$ cat src/logic/i2c_config.svh
// ~~~~~~~~~~~~~~~~~~~~~~~~~~~~~~
// I2C and sensor constants
// ~~~~~~~~~~~~~~~~~~~~~~~~~~~~~~
`ifndef I2C_CONFIG_SVH
`define I2C_CONFIG_SVH

// i2c_clk cycles per quarter of an SCL period
// one bit slot is four quarters
`define I2C_QTR_CYCLES 5

// sensor address with SA0 tied low
`define IMU_DEV_ADDR 7'h6A

// burst starts at the temperature low byte
`define IMU_BURST_REG 8'h20
`define IMU_BURST_BYTES 14

// temp, gyro x/y/z, accel x/y/z
`define IMU_SAMPLES 7

`endif
$ cat src/logic/imu_pkg.sv
// ~~~~~~~~~~~~~~~~~~~~~~~~~~~~~~
// IMU sample types
// ~~~~~~~~~~~~~~~~~~~~~~~~~~~~~~
package imu_pkg;

	typedef logic signed [15:0] sample_t;

	// register order from 0x20 upward
	typedef enum logic [2:0] {
		S_TEMP,
		S_GYRO_X,
		S_GYRO_Y,
		S_GYRO_Z,
		S_ACC_X,
		S_ACC_Y,
		S_ACC_Z
	} sample_idx_t;

endpackage

$ cat src/logic/i2c_bus_pkg.sv
// ~~~~~~~~~~~~~~~~~~~~~~~~~~~~~~
// I2C bus types
// ~~~~~~~~~~~~~~~~~~~~~~~~~~~~~~
package i2c_bus_pkg;

	typedef logic [7:0] byte_t;
	typedef logic [6:0] dev_addr_t;

	typedef enum logic [1:0] {OP_WRITE, OP_READ} cmd_op_t;

	// quarters of one bit slot
	typedef enum logic [1:0] {PH_LOW1, PH_RISE, PH_HIGH, PH_LOW2} scl_phase_t;

	typedef enum logic [1:0] {SLOT_IDLE, SLOT_START, SLOT_BIT, SLOT_STOP} slot_kind_t;

	typedef enum logic [2:0] {
		SDA_RELEASE,
		SDA_TX,      // master sends, target acks
		SDA_RX_ACK,  // target sends, master acks
		SDA_RX_NACK, // last byte of a read
		SDA_START,
		SDA_STOP
	} sda_mode_t;

endpackage

$ cat src/logic/i2c_sensor_top.sv
// ~~~~~~~~~~~~~~~~~~~~~~~~~~~~~~
// I2C IMU master top
// ~~~~~~~~~~~~~~~~~~~~~~~~~~~~~~
`timescale 1ns/1ps

module i2c_sensor_top (
	input  logic                    i2c_clk,
	input  logic                    i_rst_n,
	input  logic                    i_start,
	input  i2c_bus_pkg::cmd_op_t    i_op,
	input  i2c_bus_pkg::dev_addr_t  i_dev_addr,
	input  i2c_bus_pkg::byte_t      i_reg_addr,
	input  i2c_bus_pkg::byte_t      i_wr_data,
	input  logic                    i_drdy,
	input  logic                    i_auto_en,
	input  logic                    i_scl,
	input  logic                    i_sda,
	output logic                    o_busy,
	output logic                    o_done,
	output logic                    o_nack,
	output i2c_bus_pkg::byte_t      o_rd_data,
	output imu_pkg::sample_t        o_temp,
	output imu_pkg::sample_t        o_gyro_x,
	output imu_pkg::sample_t        o_gyro_y,
	output imu_pkg::sample_t        o_gyro_z,
	output imu_pkg::sample_t        o_acc_x,
	output imu_pkg::sample_t        o_acc_y,
	output imu_pkg::sample_t        o_acc_z,
	output logic                    o_scl_oe,
	output logic                    o_sda_oe
);
	logic                    run, frame_clr, slot_end, ack_slot, ack_ok;
	logic                    load, capture, commit;
	logic [3:0]              capture_idx;
	i2c_bus_pkg::slot_kind_t slot_kind;
	i2c_bus_pkg::scl_phase_t phase;
	i2c_bus_pkg::sda_mode_t  sda_mode;
	i2c_bus_pkg::byte_t      load_byte, rx_byte;

	i2c_seq_fsm u_fsm (
		.i2c_clk, .i_rst_n, .i_start, .i_op, .i_dev_addr, .i_reg_addr, .i_wr_data,
		.i_drdy, .i_auto_en,
		.i_slot_end(slot_end), .i_ack_slot(ack_slot), .i_ack_ok(ack_ok), .i_rx_byte(rx_byte),
		.o_run(run), .o_slot_kind(slot_kind), .o_frame_clr(frame_clr),
		.o_load(load), .o_load_byte(load_byte), .o_sda_mode(sda_mode),
		.o_capture(capture), .o_capture_idx(capture_idx), .o_commit(commit),
		.o_busy, .o_done, .o_nack, .o_rd_data
	);

	i2c_bit_timer u_timer (
		.i2c_clk, .i_rst_n, .i_run(run), .i_slot_kind(slot_kind), .i_frame_clr(frame_clr),
		.o_phase(phase), .o_slot_end(slot_end), .o_bit_cnt(),
		.o_ack_slot(ack_slot), .o_scl_oe
	);

	i2c_byte_shifter u_shifter (
		.i2c_clk, .i_rst_n, .i_load(load), .i_load_byte(load_byte), .i_sda_mode(sda_mode),
		.i_phase(phase), .i_slot_end(slot_end), .i_sda,
		.o_sda_oe, .o_rx_byte(rx_byte), .o_ack_ok(ack_ok)
	);

	imu_sample_store u_store (
		.i2c_clk, .i_rst_n, .i_capture(capture), .i_capture_idx(capture_idx),
		.i_rx_byte(rx_byte), .i_commit(commit),
		.o_temp, .o_gyro_x, .o_gyro_y, .o_gyro_z, .o_acc_x, .o_acc_y, .o_acc_z
	);

endmodule

$ cat src/logic/imu_sample_store.sv
// ~~~~~~~~~~~~~~~~~~~~~~~~~~~~~~
// IMU sample store
// ~~~~~~~~~~~~~~~~~~~~~~~~~~~~~~
`timescale 1ns/1ps
`include "i2c_config.svh"

module imu_sample_store (
	input  logic                 i2c_clk,
	input  logic                 i_rst_n,
	input  logic                 i_capture,
	input  logic [3:0]           i_capture_idx,
	input  i2c_bus_pkg::byte_t   i_rx_byte,
	input  logic                 i_commit,
	output imu_pkg::sample_t     o_temp,
	output imu_pkg::sample_t     o_gyro_x,
	output imu_pkg::sample_t     o_gyro_y,
	output imu_pkg::sample_t     o_gyro_z,
	output imu_pkg::sample_t     o_acc_x,
	output imu_pkg::sample_t     o_acc_y,
	output imu_pkg::sample_t     o_acc_z
);
	i2c_bus_pkg::byte_t stage  [0:`IMU_BURST_BYTES-1];
	imu_pkg::sample_t   samp_q [0:`IMU_SAMPLES-1];

	always_ff @(posedge i2c_clk) begin
		if (i_capture)
			stage[i_capture_idx] <= i_rx_byte;
	end

	// all seven move together so a torn burst never shows
	always_ff @(posedge i2c_clk or negedge i_rst_n) begin
		if (!i_rst_n) begin
			for (int k = 0; k < `IMU_SAMPLES; k++)
				samp_q[k] <= '0;
		end else if (i_commit) begin
			for (int k = 0; k < `IMU_SAMPLES; k++)
				samp_q[k] <= {stage[2*k+1], stage[2*k]}; // low byte first on the wire
		end
	end

	assign o_temp   = samp_q[imu_pkg::S_TEMP];
	assign o_gyro_x = samp_q[imu_pkg::S_GYRO_X];
	assign o_gyro_y = samp_q[imu_pkg::S_GYRO_Y];
	assign o_gyro_z = samp_q[imu_pkg::S_GYRO_Z];
	assign o_acc_x  = samp_q[imu_pkg::S_ACC_X];
	assign o_acc_y  = samp_q[imu_pkg::S_ACC_Y];
	assign o_acc_z  = samp_q[imu_pkg::S_ACC_Z];

endmodule

$ cat src/logic/i2c_byte_shifter.sv
// ~~~~~~~~~~~~~~~~~~~~~~~~~~~~~~
// SDA byte shifter
// ~~~~~~~~~~~~~~~~~~~~~~~~~~~~~~
`timescale 1ns/1ps

module i2c_byte_shifter (
	input  logic                      i2c_clk,
	input  logic                      i_rst_n,
	input  logic                      i_load,
	input  i2c_bus_pkg::byte_t        i_load_byte,
	input  i2c_bus_pkg::sda_mode_t    i_sda_mode,
	input  i2c_bus_pkg::scl_phase_t   i_phase,
	input  logic                      i_slot_end,
	input  logic                      i_sda,
	output logic                      o_sda_oe,
	output i2c_bus_pkg::byte_t        o_rx_byte,
	output logic                      o_ack_ok
);
	logic [8:0]              tx_q, rx_q, load_val;
	i2c_bus_pkg::scl_phase_t phase_q;
	logic                    bit_mode, hi_strobe, cur_bit, sda_oe_d;

	assign bit_mode  = (i_sda_mode == i2c_bus_pkg::SDA_TX) ||
	                   (i_sda_mode == i2c_bus_pkg::SDA_RX_ACK) ||
	                   (i_sda_mode == i2c_bus_pkg::SDA_RX_NACK);
	assign hi_strobe = (i_phase == i2c_bus_pkg::PH_HIGH) && (phase_q != i2c_bus_pkg::PH_HIGH);
	// ninth bit is the ack slot, 1 means released
	assign load_val  = {i_load_byte, i_sda_mode != i2c_bus_pkg::SDA_RX_ACK};
	assign cur_bit   = i_load ? load_val[8] : tx_q[8];
	assign o_rx_byte = rx_q[8:1];
	assign o_ack_ok  = !rx_q[0]; // low in the ack slot

	always_comb begin
		case (i_sda_mode)
			i2c_bus_pkg::SDA_START:   sda_oe_d = (i_phase == i2c_bus_pkg::PH_HIGH) ||
			                                     (i_phase == i2c_bus_pkg::PH_LOW2);
			i2c_bus_pkg::SDA_STOP:    sda_oe_d = (i_phase == i2c_bus_pkg::PH_LOW1) ||
			                                     (i_phase == i2c_bus_pkg::PH_RISE);
			i2c_bus_pkg::SDA_TX,
			i2c_bus_pkg::SDA_RX_ACK,
			i2c_bus_pkg::SDA_RX_NACK: sda_oe_d = !cur_bit;
			default:                  sda_oe_d = 1'b0;
		endcase
	end

	// drive lags by a cycle so SDA moves after SCL is already low
	always_ff @(posedge i2c_clk or negedge i_rst_n) begin
		if (!i_rst_n) begin
			o_sda_oe <= 1'b0;
			phase_q  <= i2c_bus_pkg::PH_LOW1;
		end else begin
			o_sda_oe <= sda_oe_d;
			phase_q  <= i_phase;
		end
	end

	always_ff @(posedge i2c_clk) begin
		if (i_load)
			tx_q <= load_val;
		else if (i_slot_end && bit_mode)
			tx_q <= {tx_q[7:0], 1'b1}; // msb first
		if (hi_strobe && bit_mode)
			rx_q <= {rx_q[7:0], i_sda};
	end

endmodule

$ cat src/logic/i2c_seq_fsm.sv
// ~~~~~~~~~~~~~~~~~~~~~~~~~~~~~~
// I2C transaction sequencer
// ~~~~~~~~~~~~~~~~~~~~~~~~~~~~~~
`timescale 1ns/1ps
`include "i2c_config.svh"

module i2c_seq_fsm (
	input  logic                      i2c_clk,
	input  logic                      i_rst_n,
	input  logic                      i_start,
	input  i2c_bus_pkg::cmd_op_t      i_op,
	input  i2c_bus_pkg::dev_addr_t    i_dev_addr,
	input  i2c_bus_pkg::byte_t        i_reg_addr,
	input  i2c_bus_pkg::byte_t        i_wr_data,
	input  logic                      i_drdy,
	input  logic                      i_auto_en,
	input  logic                      i_slot_end,
	input  logic                      i_ack_slot,
	input  logic                      i_ack_ok,
	input  i2c_bus_pkg::byte_t        i_rx_byte,
	output logic                      o_run,
	output i2c_bus_pkg::slot_kind_t   o_slot_kind,
	output logic                      o_frame_clr,
	output logic                      o_load,
	output i2c_bus_pkg::byte_t        o_load_byte,
	output i2c_bus_pkg::sda_mode_t    o_sda_mode,
	output logic                      o_capture,
	output logic [3:0]                o_capture_idx,
	output logic                      o_commit,
	output logic                      o_busy,
	output logic                      o_done,
	output logic                      o_nack,
	output i2c_bus_pkg::byte_t        o_rd_data
);
	// slots per transaction: write 29, read 40, burst 157
	typedef enum logic [3:0] {
		IDLE, START, ADDR, REG, WDATA, RESTART, RADDR, RDATA, STOP
	} state_t;

	state_t                 state;
	logic                   drdy_s1, drdy_s2, drdy_s3;
	logic                   burst_pend;
	logic                   seq_rd, seq_burst, rd_phase, nack_q;
	logic [3:0]             byte_cnt;
	i2c_bus_pkg::dev_addr_t dev_q;
	i2c_bus_pkg::byte_t     reg_q, data_q;
	logic                   drdy_rise, byte_end, last_byte;

	assign drdy_rise = drdy_s2 && !drdy_s3;
	assign byte_end  = i_slot_end && i_ack_slot;
	assign last_byte = seq_burst ? (byte_cnt == 4'(`IMU_BURST_BYTES - 1)) : 1'b1;

	always_comb begin
		o_slot_kind = i2c_bus_pkg::SLOT_BIT;
		o_sda_mode  = i2c_bus_pkg::SDA_TX;
		o_frame_clr = 1'b1;
		case (state)
			IDLE: begin
				o_slot_kind = i2c_bus_pkg::SLOT_IDLE;
				o_sda_mode  = i2c_bus_pkg::SDA_RELEASE;
			end
			START, RESTART: begin
				o_slot_kind = i2c_bus_pkg::SLOT_START;
				o_sda_mode  = i2c_bus_pkg::SDA_START;
			end
			STOP: begin
				o_slot_kind = i2c_bus_pkg::SLOT_STOP;
				// wrap-up cycle after the stop slot lets go of SDA
				o_sda_mode  = o_run ? i2c_bus_pkg::SDA_STOP : i2c_bus_pkg::SDA_RELEASE;
			end
			RDATA: begin
				o_sda_mode  = last_byte ? i2c_bus_pkg::SDA_RX_NACK : i2c_bus_pkg::SDA_RX_ACK;
				o_frame_clr = 1'b0;
			end
			default: o_frame_clr = 1'b0;
		endcase
	end

	// request operands, burst uses the fixed sensor map
	always_ff @(posedge i2c_clk) begin
		if (state == IDLE && i_start) begin
			dev_q  <= i_dev_addr;
			reg_q  <= i_reg_addr;
			data_q <= i_wr_data;
		end else if (state == IDLE && burst_pend) begin
			dev_q  <= `IMU_DEV_ADDR;
			reg_q  <= `IMU_BURST_REG;
		end
	end

	always_ff @(posedge i2c_clk or negedge i_rst_n) begin
		if (!i_rst_n) begin
			state         <= IDLE;
			drdy_s1       <= 1'b0;
			drdy_s2       <= 1'b0;
			drdy_s3       <= 1'b0;
			burst_pend    <= 1'b0;
			seq_rd        <= 1'b0;
			seq_burst     <= 1'b0;
			rd_phase      <= 1'b0;
			nack_q        <= 1'b0;
			byte_cnt      <= '0;
			o_run         <= 1'b0;
			o_load        <= 1'b0;
			o_load_byte   <= '0;
			o_capture     <= 1'b0;
			o_capture_idx <= '0;
			o_commit      <= 1'b0;
			o_busy        <= 1'b0;
			o_done        <= 1'b0;
			o_nack        <= 1'b0;
			o_rd_data     <= '0;
		end else begin
			drdy_s1   <= i_drdy;
			drdy_s2   <= drdy_s1;
			drdy_s3   <= drdy_s2;
			o_load    <= 1'b0;
			o_capture <= 1'b0;
			o_commit  <= 1'b0;
			o_done    <= 1'b0;
			if (drdy_rise && i_auto_en)
				burst_pend <= 1'b1;
			case (state)
				IDLE: begin
					seq_burst <= !i_start && burst_pend;
					seq_rd    <= i_start ? (i_op == i2c_bus_pkg::OP_READ) : 1'b1;
					rd_phase  <= 1'b0;
					nack_q    <= 1'b0;
					if (i_start || burst_pend) begin
						state  <= START;
						o_run  <= 1'b1;
						o_busy <= 1'b1;
					end
					if (!i_start && burst_pend && !(drdy_rise && i_auto_en))
						burst_pend <= 1'b0; // cpu start wins, the request waits
				end
				START, RESTART: if (i_slot_end) begin
					state       <= (state == START) ? ADDR : RADDR;
					o_load      <= 1'b1;
					o_load_byte <= {dev_q, state == RESTART};
				end
				ADDR, RADDR: if (byte_end) begin
					if (!i_ack_ok) begin
						nack_q <= 1'b1; // nobody home, straight to stop
						state  <= STOP;
					end else begin
						state       <= (state == ADDR) ? REG : RDATA;
						byte_cnt    <= '0;
						o_load      <= 1'b1;
						o_load_byte <= (state == ADDR) ? reg_q : 8'hFF;
					end
				end
				REG: if (byte_end) begin
					state       <= seq_rd ? STOP : WDATA;
					o_load      <= !seq_rd;
					o_load_byte <= data_q;
				end
				WDATA: if (byte_end) state <= STOP;
				RDATA: if (byte_end) begin
					o_capture     <= seq_burst;
					o_capture_idx <= byte_cnt;
					if (last_byte) begin
						state <= STOP;
					end else begin
						byte_cnt    <= byte_cnt + 4'd1;
						o_load      <= 1'b1;
						o_load_byte <= 8'hFF; // keeps SDA released
					end
				end
				STOP: begin
					if (i_slot_end && seq_rd && !rd_phase && !nack_q) begin
						state    <= RESTART; // pointer set, now the read phase
						rd_phase <= 1'b1;
					end else if (i_slot_end) begin
						o_run    <= 1'b0;
						o_commit <= seq_burst && !nack_q;
					end else if (!o_run) begin
						state  <= IDLE;
						o_busy <= 1'b0;
						o_done <= 1'b1;
						o_nack <= nack_q;
						if (seq_rd && !seq_burst && !nack_q)
							o_rd_data <= i_rx_byte; // shifter holds it through stop
					end
				end
				default: state <= IDLE;
			endcase
		end
	end

endmodule

$ cat src/logic/i2c_bit_timer.sv
// ~~~~~~~~~~~~~~~~~~~~~~~~~~~~~~
// SCL slot timer
// ~~~~~~~~~~~~~~~~~~~~~~~~~~~~~~
`timescale 1ns/1ps
`include "i2c_config.svh"

module i2c_bit_timer (
	input  logic                      i2c_clk,
	input  logic                      i_rst_n,
	input  logic                      i_run,
	input  i2c_bus_pkg::slot_kind_t   i_slot_kind,
	input  logic                      i_frame_clr,
	output i2c_bus_pkg::scl_phase_t   o_phase,
	output logic                      o_slot_end,
	output logic [3:0]                o_bit_cnt,
	output logic                      o_ack_slot,
	output logic                      o_scl_oe
);
	logic [7:0] qcnt;
	logic       qtr_end;

	assign qtr_end    = (qcnt == 8'(`I2C_QTR_CYCLES - 1));
	assign o_slot_end = i_run && qtr_end && (o_phase == i2c_bus_pkg::PH_LOW2);
	assign o_ack_slot = (o_bit_cnt == 4'd8); // ninth slot of a byte frame

	always_ff @(posedge i2c_clk or negedge i_rst_n) begin
		if (!i_rst_n) begin
			qcnt    <= '0;
			o_phase <= i2c_bus_pkg::PH_LOW1;
		end else if (!i_run) begin
			qcnt    <= '0;
			o_phase <= i2c_bus_pkg::PH_LOW1;
		end else if (qtr_end) begin
			qcnt <= '0;
			case (o_phase)
				i2c_bus_pkg::PH_LOW1: o_phase <= i2c_bus_pkg::PH_RISE;
				i2c_bus_pkg::PH_RISE: o_phase <= i2c_bus_pkg::PH_HIGH;
				i2c_bus_pkg::PH_HIGH: o_phase <= i2c_bus_pkg::PH_LOW2;
				default:              o_phase <= i2c_bus_pkg::PH_LOW1;
			endcase
		end else begin
			qcnt <= qcnt + 8'd1;
		end
	end

	// bit slots 0..8 per byte, start and stop slots keep it cleared
	always_ff @(posedge i2c_clk or negedge i_rst_n) begin
		if (!i_rst_n) begin
			o_bit_cnt <= '0;
		end else if (i_frame_clr) begin
			o_bit_cnt <= '0;
		end else if (o_slot_end && i_slot_kind == i2c_bus_pkg::SLOT_BIT) begin
			o_bit_cnt <= o_ack_slot ? 4'd0 : o_bit_cnt + 4'd1;
		end
	end

	always_comb begin
		o_scl_oe = 1'b0; // released when idle and through start slots
		if (i_run) begin
			case (i_slot_kind)
				i2c_bus_pkg::SLOT_BIT:  o_scl_oe = (o_phase == i2c_bus_pkg::PH_LOW1) ||
				                                   (o_phase == i2c_bus_pkg::PH_LOW2);
				i2c_bus_pkg::SLOT_STOP: o_scl_oe = (o_phase == i2c_bus_pkg::PH_LOW1);
				default:                o_scl_oe = 1'b0;
			endcase
		end
	end

endmodule

$ cat config.mk
export PLATFORM = sky130hd
export DESIGN_NAME = i2c_sensor_top
export DESIGN_NICKNAME = d
export VERILOG_FILES = /design/src/logic/imu_pkg.sv /design/src/logic/i2c_bus_pkg.sv /design/src/logic/i2c_sensor_top.sv /design/src/logic/imu_sample_store.sv /design/src/logic/i2c_byte_shifter.sv /design/src/logic/i2c_seq_fsm.sv /design/src/logic/i2c_bit_timer.sv
export VERILOG_INCLUDE_DIRS = /design/src /design/src/logic
export SDC_FILE = /design/constraint.sdc
export NUM_CORES = 1
export LEC_CHECK = 0
export BUFFER_PORTS_ARGS = -buffer_cell sky130_fd_sc_hd__clkbuf_2
export CAP_MARGIN = 20
export CORE_MARGIN = 2
export CORE_UTILIZATION = 35
export CTS_CLUSTER_SIZE = 24
export DETAILED_ROUTE_END_ITERATION = 8
export GPL_TIMING_DRIVEN = 0
export PLACE_DENSITY = 0.51
export SLEW_MARGIN = 20
export SYNTH_ARGS = -nofsm -noshare
export SYNTH_HDL_FRONTEND = slang
export SYNTH_HIERARCHICAL = 1
export SYNTH_SLANG_ARGS = --single-unit
$ cat constraint.sdc
create_clock -name i2c_clk -period 3.06 [get_ports i2c_clk]
set_input_delay 0.306 -clock i2c_clk [delete_from_list [all_inputs] [get_ports i2c_clk]]
set_output_delay 0.306 -clock i2c_clk [all_outputs]
set_load 0.02 [all_outputs]
Yosys cells after proc, flatten, opt, wreduce, memory -nomap -nowiden:

Memories as Yosys holds them, arrays and structs flattened. A register that Yosys moved wholly into a read port is not among the register bits.
Index checks and enable logic that the tools add are counted.

* logic and storage cells: 236
* bits in writable memories: 112
* memories: 1
* flip-flop bits (word level): 101
* bits of input ports: 32

Memory list
* u_store.stage: words 14, width 8, read ports 14, clocked after memory_dff 14, wr ports 1, RTL line imu_sample_store.sv:22 `` i2c_bus_pkg::byte_t stage [0:`IMU_BURST_BYTES-1]; ``

* mux-type cells: 87
* bitwise logic cells: 3
* reductions and logical operators: 70
* add/subtract/negate cells: 3
* equal/unequal tests: 42

Operators with widths (count)
* 2-to-1 mux 8 bit: 11
* 2-to-1 mux 4 bit: 19
* 2-to-1 mux 1 bit: 35
* one-hot mux 8 bit (4 select lines): 1
* one-hot mux 4 bit (7 select lines): 1
* zero test 1 bit: 22
* inequality test 2 x 1 -> 1 bit, second input constant: 10
* logical AND 1 bit: 19
* 2-to-1 mux 9 bit: 2
* == test 4 x 3 -> 1 bit, second input constant: 4
* AND reduction 5 bit: 3
* 2-to-1 mux 7 bit: 2
* inequality test 2 bit, second input constant: 7
* == test 4 bit, second input constant: 3
* one-hot mux 2 bit (3 select lines): 2
* one-hot mux 3 bit (4 select lines): 1
* nonzero test 2 bit: 6
* one-hot mux 1 bit (2 select lines): 5
* 2-to-1 mux 3 bit: 3
* AND reduction 9 bit: 1
* adder 4 x 1 -> 4 bit, second input constant: 2
* adder 8 x 1 -> 8 bit, second input constant: 1
* == test 2 bit, second input constant: 4
* == test 4 x 2 -> 1 bit, second input constant: 2
* other kinds (24): 39

Logic depth before layout (Yosys ltp):

* word-level depth: 10
* depth in mapped cells: 10
* depth with buffers taken out: 10

Cells and area by module:

The synthesis kept the hierarchy.

Modules (own cells, without submodules)
* imu_sample_store: cells each 369, sequential area each 6165.9 um^2, instances 1, area each 7642.3 um^2
* i2c_seq_fsm: cells each 256, sequential area each 1766.7 um^2, instances 1, area each 3011.6 um^2
* i2c_byte_shifter: cells each 54, sequential area each 615.6 um^2, instances 1, area each 910.9 um^2
* i2c_bit_timer: cells each 78, sequential area each 350.3 um^2, instances 1, area each 783.3 um^2

Worst setup path after synthesis:

OpenSTA, ideal clock, no wires.

* path kind: reg2reg
* start point: register u_fsm.state[0]
* end point: register u_shifter.rx_q[0], enable pin
* arrival time: 2.113 ns
* stages on the path, launching flop included: 9
* path slack: 0.565 ns
* cell sequence: dfrtp_1 buf_2 buf_1 o21ai_0 a21oi_1 o22a_1 nor2_1 nor2_1 nor4b_2

* longest elaborated chain between the ends: 7
* elaborated cells between the ends (all ways): 13
* classes of those cells: eq/ne: 7; mux: 1; reduce/logical: 5

Ends and longest elaborated chain
* start: declaration: RTL line i2c_seq_fsm.sv:40 `state_t state;`
* start signal: assignment: RTL line i2c_seq_fsm.sv:138 `state <= (state == START) ? ADDR : RADDR;`
* start signal: assignment: RTL line i2c_seq_fsm.sv:147 `state <= (state == ADDR) ? REG : RDATA;`
* start signal: assignment: RTL line i2c_seq_fsm.sv:154 `state <= seq_rd ? STOP : WDATA;`
* == test 4 x 3 -> 1 bit / == test 4 x 1 -> 1 bit (equally long branches): RTL line i2c_seq_fsm.sv:57 `case (state)`
* OR reduction 2 bit: RTL line i2c_seq_fsm.sv:57
* one-hot mux 3 bit (4 select lines) *: RTL line i2c_seq_fsm.sv:57
* via sda_mode[0]: RTL line i2c_sensor_top.sv:37 `i2c_bus_pkg::sda_mode_t sda_mode;`
* == test 3 x 1 -> 1 bit / == test 3 x 2 -> 1 bit (equally long branches): RTL line i2c_byte_shifter.sv:23, i2c_byte_shifter.sv:24
* logical OR 1 bit: RTL line i2c_byte_shifter.sv:23 `assign bit_mode = (i_sda_mode == i2c_bus_pkg::SDA_TX) ||`
* logical OR 1 bit *: RTL line i2c_byte_shifter.sv:24 `(i_sda_mode == i2c_bus_pkg::SDA_RX_ACK) ||`
* logical AND 1 bit *: RTL line i2c_byte_shifter.sv:62 `if (hi_strobe && bit_mode)`
* end signal: assignment: RTL line i2c_byte_shifter.sv:63 `rx_q <= {rx_q[7:0], i_sda};`
* end: declaration: RTL line i2c_byte_shifter.sv:19 `logic [8:0] tx_q, rx_q, load_val;`

The timed path passes the listed nets; every way through them passes the cells marked *.
A chain may end at the register's enable or synchronous reset.

Worst setup path after layout:

* start point: register u_fsm.state[0]
* end point: output port o_scl_oe

* longest elaborated chain between the ends: 6
* elaborated cells between the ends (all ways): 10
* classes of those cells: eq/ne: 5; mux: 3; reduce/logical: 2

Ends and longest elaborated chain
* == test 4 x 3 -> 1 bit / == test 4 x 1 -> 1 bit (equally long branches): RTL line i2c_seq_fsm.sv:57
* OR reduction 2 bit: RTL line i2c_seq_fsm.sv:57
* one-hot mux 2 bit (3 select lines) *: RTL line i2c_seq_fsm.sv:57
* via slot_kind[1]: RTL line i2c_sensor_top.sv:35 `i2c_bus_pkg::slot_kind_t slot_kind;`
* == test 2 bit: RTL line i2c_bit_timer.sv:60 `case (i_slot_kind)`
* one-hot mux 1 bit (2 select lines) *: RTL line i2c_bit_timer.sv:60
* 2-to-1 mux 1 bit *: RTL line i2c_bit_timer.sv:59 `if (i_run) begin`
* end: declaration: RTL line i2c_sensor_top.sv:29 `output logic o_scl_oe,`

Marks and branches as above.

==> reports/summary.txt <==
Violation count after the first detailed-route iteration: 399
FF-to-FF Start: u_fsm/state[3]$_DFFE_PN0P_
Area leader, netlist: edfxtp_1
Crit Path Class: reg2out
Sequential power share: 50.3%
Pre-Repair DR Iteration Count: 6
Crit path from: u_fsm/state[0]$_DFFE_PN0P_
Switching share of power: 19.3%
Worst Reg-to-Reg Cells: 9
Switch Pwr: 1.76 mW
Layout cell share with drive strength beyond 1: 40.6%
Routed WL: 26.3 mm
Clk sinks: 325
Final worst-path cycle share: 92.1%
Total Nets Final: 1005
Worst slew margin: 37.8%
Worst Setup Start Kind: flop
Top-count cell post-synth: dfrtp_1
Diodes inserted: 0
Cell Pwr Density: 600 nW/µm²
Post-synth EDFFs: 153
Drt wl/cell: 18.2 µm
Leak pwr: 6.72 nW
Drt drc: 0
Post-synth top area share: 37.2%
Max_cap viols: 0
H-Tree Depth: 2
WP data required: 2.75 ns
Register area share after synthesis: 72.1%
Row cnt: 68
Synth Area in XOR/XNOR: 0.426%
Deepest clock path buffer count: 3
Final hold vios: 0
Clock slew at reported path FFs: 0.06 ns
Fraction of the mapped netlist area in adder cells: 0.912%
Total grt overflow: 0
CTS tree: done
Async SR Flop Fraction: 52.9%
Buffers on Ports: 155
Vias: 6780
TritonCTS buffer count: 37
Syn Nets: 798
Path category of the worst min-delay check: in2reg
Top cells by area, synth: edfxtp_1 (37%), dfrtp_1 (35%), mux2_2 (12%)
Reg-to-reg critical path endpoint: u_shifter/rx_q[1]$_DFFE_PP_
RSZ-0062 raised after global routing: no
CP max stage cell: buf_1
Post-synthesis mux area share: 14.3%
Largest net degree at the start of global routing: 81
Initial antenna violation count: 0
Final setup fails: 0
Syn. warnings: 6
Die W: 192 µm
Clock root buffer: clkbuf_16
Initial core utilization: 35.7%
Top cells by count, synth: dfrtp_1 (172), edfxtp_1 (153), mux2_2 (131)
Worst Tran Pin Value: 0.929 ns
Fillcell total: 3182
IO Count: 157
GRT Total Usage: 14.5%
Clock latency on the worst-skew pair: 0.51 ns
Synthesized area per cell: 16.3 µm²
Clk network pwr share: 48.4%
Antenna-violating nets left: 0
GP Congestion: 0.799
Max-slew violations: 0
Mapped Cells: 757
Die area: 36800 µm²
Hold slack: 0.0290 ns
CP endpoint kind: output pin
Critical-path cell list: buf_2 > buf_1 > o21ai_0 > or2_2 > and3_2 > clkbuf_2
CP arrival: 2.51 ns
R2R setup slack: 0.30 ns
Synth cell types: 60
Critical path peak fanout: 10
Simple-gate portion of the synthesized area: 7.01%
Largest family of logic cells by synthesized area: multiplexers
Placed inst area: 13800 µm²
Core area: 34600 µm²
First-pass GRT wire length: 40.8 mm
Fin area: 15100 µm²
Post-synth top flop: dfrtp_1
Maximum vdd drop: 0.371 mV
Synthesized flop and latch total: 325
Via density per instance: 4.69
Max Clock Freq: 355 MHz
Internal Pwr Total: 7.32 mW
Status: finished, final reports clean
Setup crit end: o_scl_oe
Synth-to-Final Area Change: 22.5%
Clock Skew: 0.0186 ns
Combinational power share: 1.3%
DIE HEIGHT: 192 µm
Compound-Gate Fraction of Synth Area: 2.83%
Post-Syn Area: 12300 µm²
Critical path's largest stage delay: 0.48 ns
Final min period: 2.82 ns
Vias in the first global route: 6911
Hpwl dp: 17.3 mm
[cell families after synthesis]
family | Yosys count
and+or+nand+nor | 158
DFF | 325
adders and majority gates | 9
muxes | 154
xor gates and xnor gates | 6
buffers and inverters | 51
AOI/OAI and AO/OA | 54
[layer usage]
layer	share of wire [%]	track usage (%)	up-vias	wire [µm]
li1	-	-	3163	-
met1	46	19.8	3430	12200
met2	48	23.9	158	12600
met3	4.3	2.54	29	1140
met4	1.5	3.76	0	405
met5	0	0	-	0
[worst min path at each step]
stage | to | slack, ns | cells after the start | startpoint
global placement | u_fsm/drdy_s2$_DFF_PN0_ | 0.34 | 0 | u_fsm/drdy_s1$_DFF_PN0_
floorplan | u_fsm/burst_pend$_DFF_PN0_ | 0.01 | 0 | i_rst_n
global route | u_shifter/rx_q[0]$_DFFE_PP_ | 0.009 | 1 | i_sda
CTS | u_shifter/rx_q[0]$_DFFE_PP_ | 0.0002 | 1 | i_sda
detailed placement | u_store/o_acc_x[10]$_DFFE_PN0P_ | 0.25 | 1 | i_rst_n
finish | u_shifter/rx_q[0]$_DFFE_PP_ | 0.03 | 1 | i_sda
[state kept, by name, summed over array words and instances, names as in the netlist, 9 cells and up]
register and cells:
u_store/o_gyro_x 16, u_store/o_gyro_z 16, u_store/o_gyro_y 16, u_shifter/tx_q 9, u_store/o_acc_y 16, u_store/o_acc_x 16, u_store/o_temp 16, u_store/stage 112
u_store/o_acc_z 16, u_shifter/rx_q 9
[cells in the final DEF, fill, tap and decap left out, drive strengths merged, types with 4 or more instances in the layout]
| cell type | synthesis | routed |
|---|---|---|
| o21ai | 14 | 14 |
| xor2 | 4 | 4 |
| clkbuf | 6 | 214 |
| a21oi | 20 | 20 |
| ha | 9 | 9 |
| nand2 | 21 | 21 |
| edfxtp | 153 | 153 |
| nand2b | 13 | 13 |
| or3 | 4 | 4 |
| bufinv | 0 | 4 |
| clkinv | 0 | 10 |
| and3 | 16 | 16 |
| o31ai | 4 | 4 |
| nor2 | 55 | 55 |
| nor2b | 6 | 6 |
| mux2 | 143 | 143 |
| dfrtp | 172 | 172 |
| nand3 | 11 | 11 |
| inv | 18 | 18 |
| dlygate4sd3 | 0 | 10 |
| mux2i | 11 | 11 |
| nor3 | 10 | 10 |
| buf | 27 | 30 |
[worst max-delay path: cells and delay by family (launching register included)]
kind | cells | cell delay, ns
AOI/OAI and AO/OA | 1 | 0.19
DFF | 1 | 0.37
and+or+nand+nor | 2 | 0.53
buffers and inverters | 3 | 0.91
[per-stage QoR]
stage | worst slack (ns) | setup TNS [ns] | utilization [%] | cells | power (mW)
3_5_place_dp | -0.170 | -1.53 | 39.8 | 1369 | 4.76
2_1_floorplan | 0.565 | 0 | - | 757 | 4.67
6_report | 0.240 | 0 | 43.7 | 1447 | 9.08
4_1_cts | 0.0713 | 0 | 43.6 | 1446 | 9.24
5_1_grt | 0.0454 | 0 | 43.7 | 1447 | 9.43
3_3_place_gp | -1.95 | -331.26 | 39.5 | 1367 | 4.75
[power by group through the flow]
| stage | Clock (mW) | Combinational, mW | Sequential (mW) |
|---|---|---|---|
| after floorplan | 0 | 0.0233 | 4.65 |
| after global placement | 0 | 0.101 | 4.65 |
| after detailed placement | 0 | 0.112 | 4.65 |
| after CTS | 4.55 | 0.121 | 4.57 |
| after global routing | 4.73 | 0.135 | 4.57 |
| final | 4.40 | 0.115 | 4.57 |
[area by class of cell]
cell class | count | area (µm²) | share of cell area, %
buffer | 33 | 236 | 1.56
clock buffer | 53 | 1050 | 6.92
multi-input combinational | 381 | 3180 | 21.0
inverter | 18 | 67.6 | 0.447
sequential | 325 | 8900 | 58.8
clock inverter | 14 | 179 | 1.18
tap | 455 | 569 | 3.76
timing repair buffer | 168 | 947 | 6.26
[what timing repair did]
| item | 4_1_cts | 5_1_grt |
|---|---|---|
| buffers inserted | 0 | 1 |
| setup endpoints to repair | 9 | 13 |
| resized for setup | 1 | 1 |
| cloned | 0 | 0 |
| endpoints found under the hold margin | 42 | 0 |
| hold buffers | 10 | 0 |
Note: power is estimated with default switching activity, not from simulation.
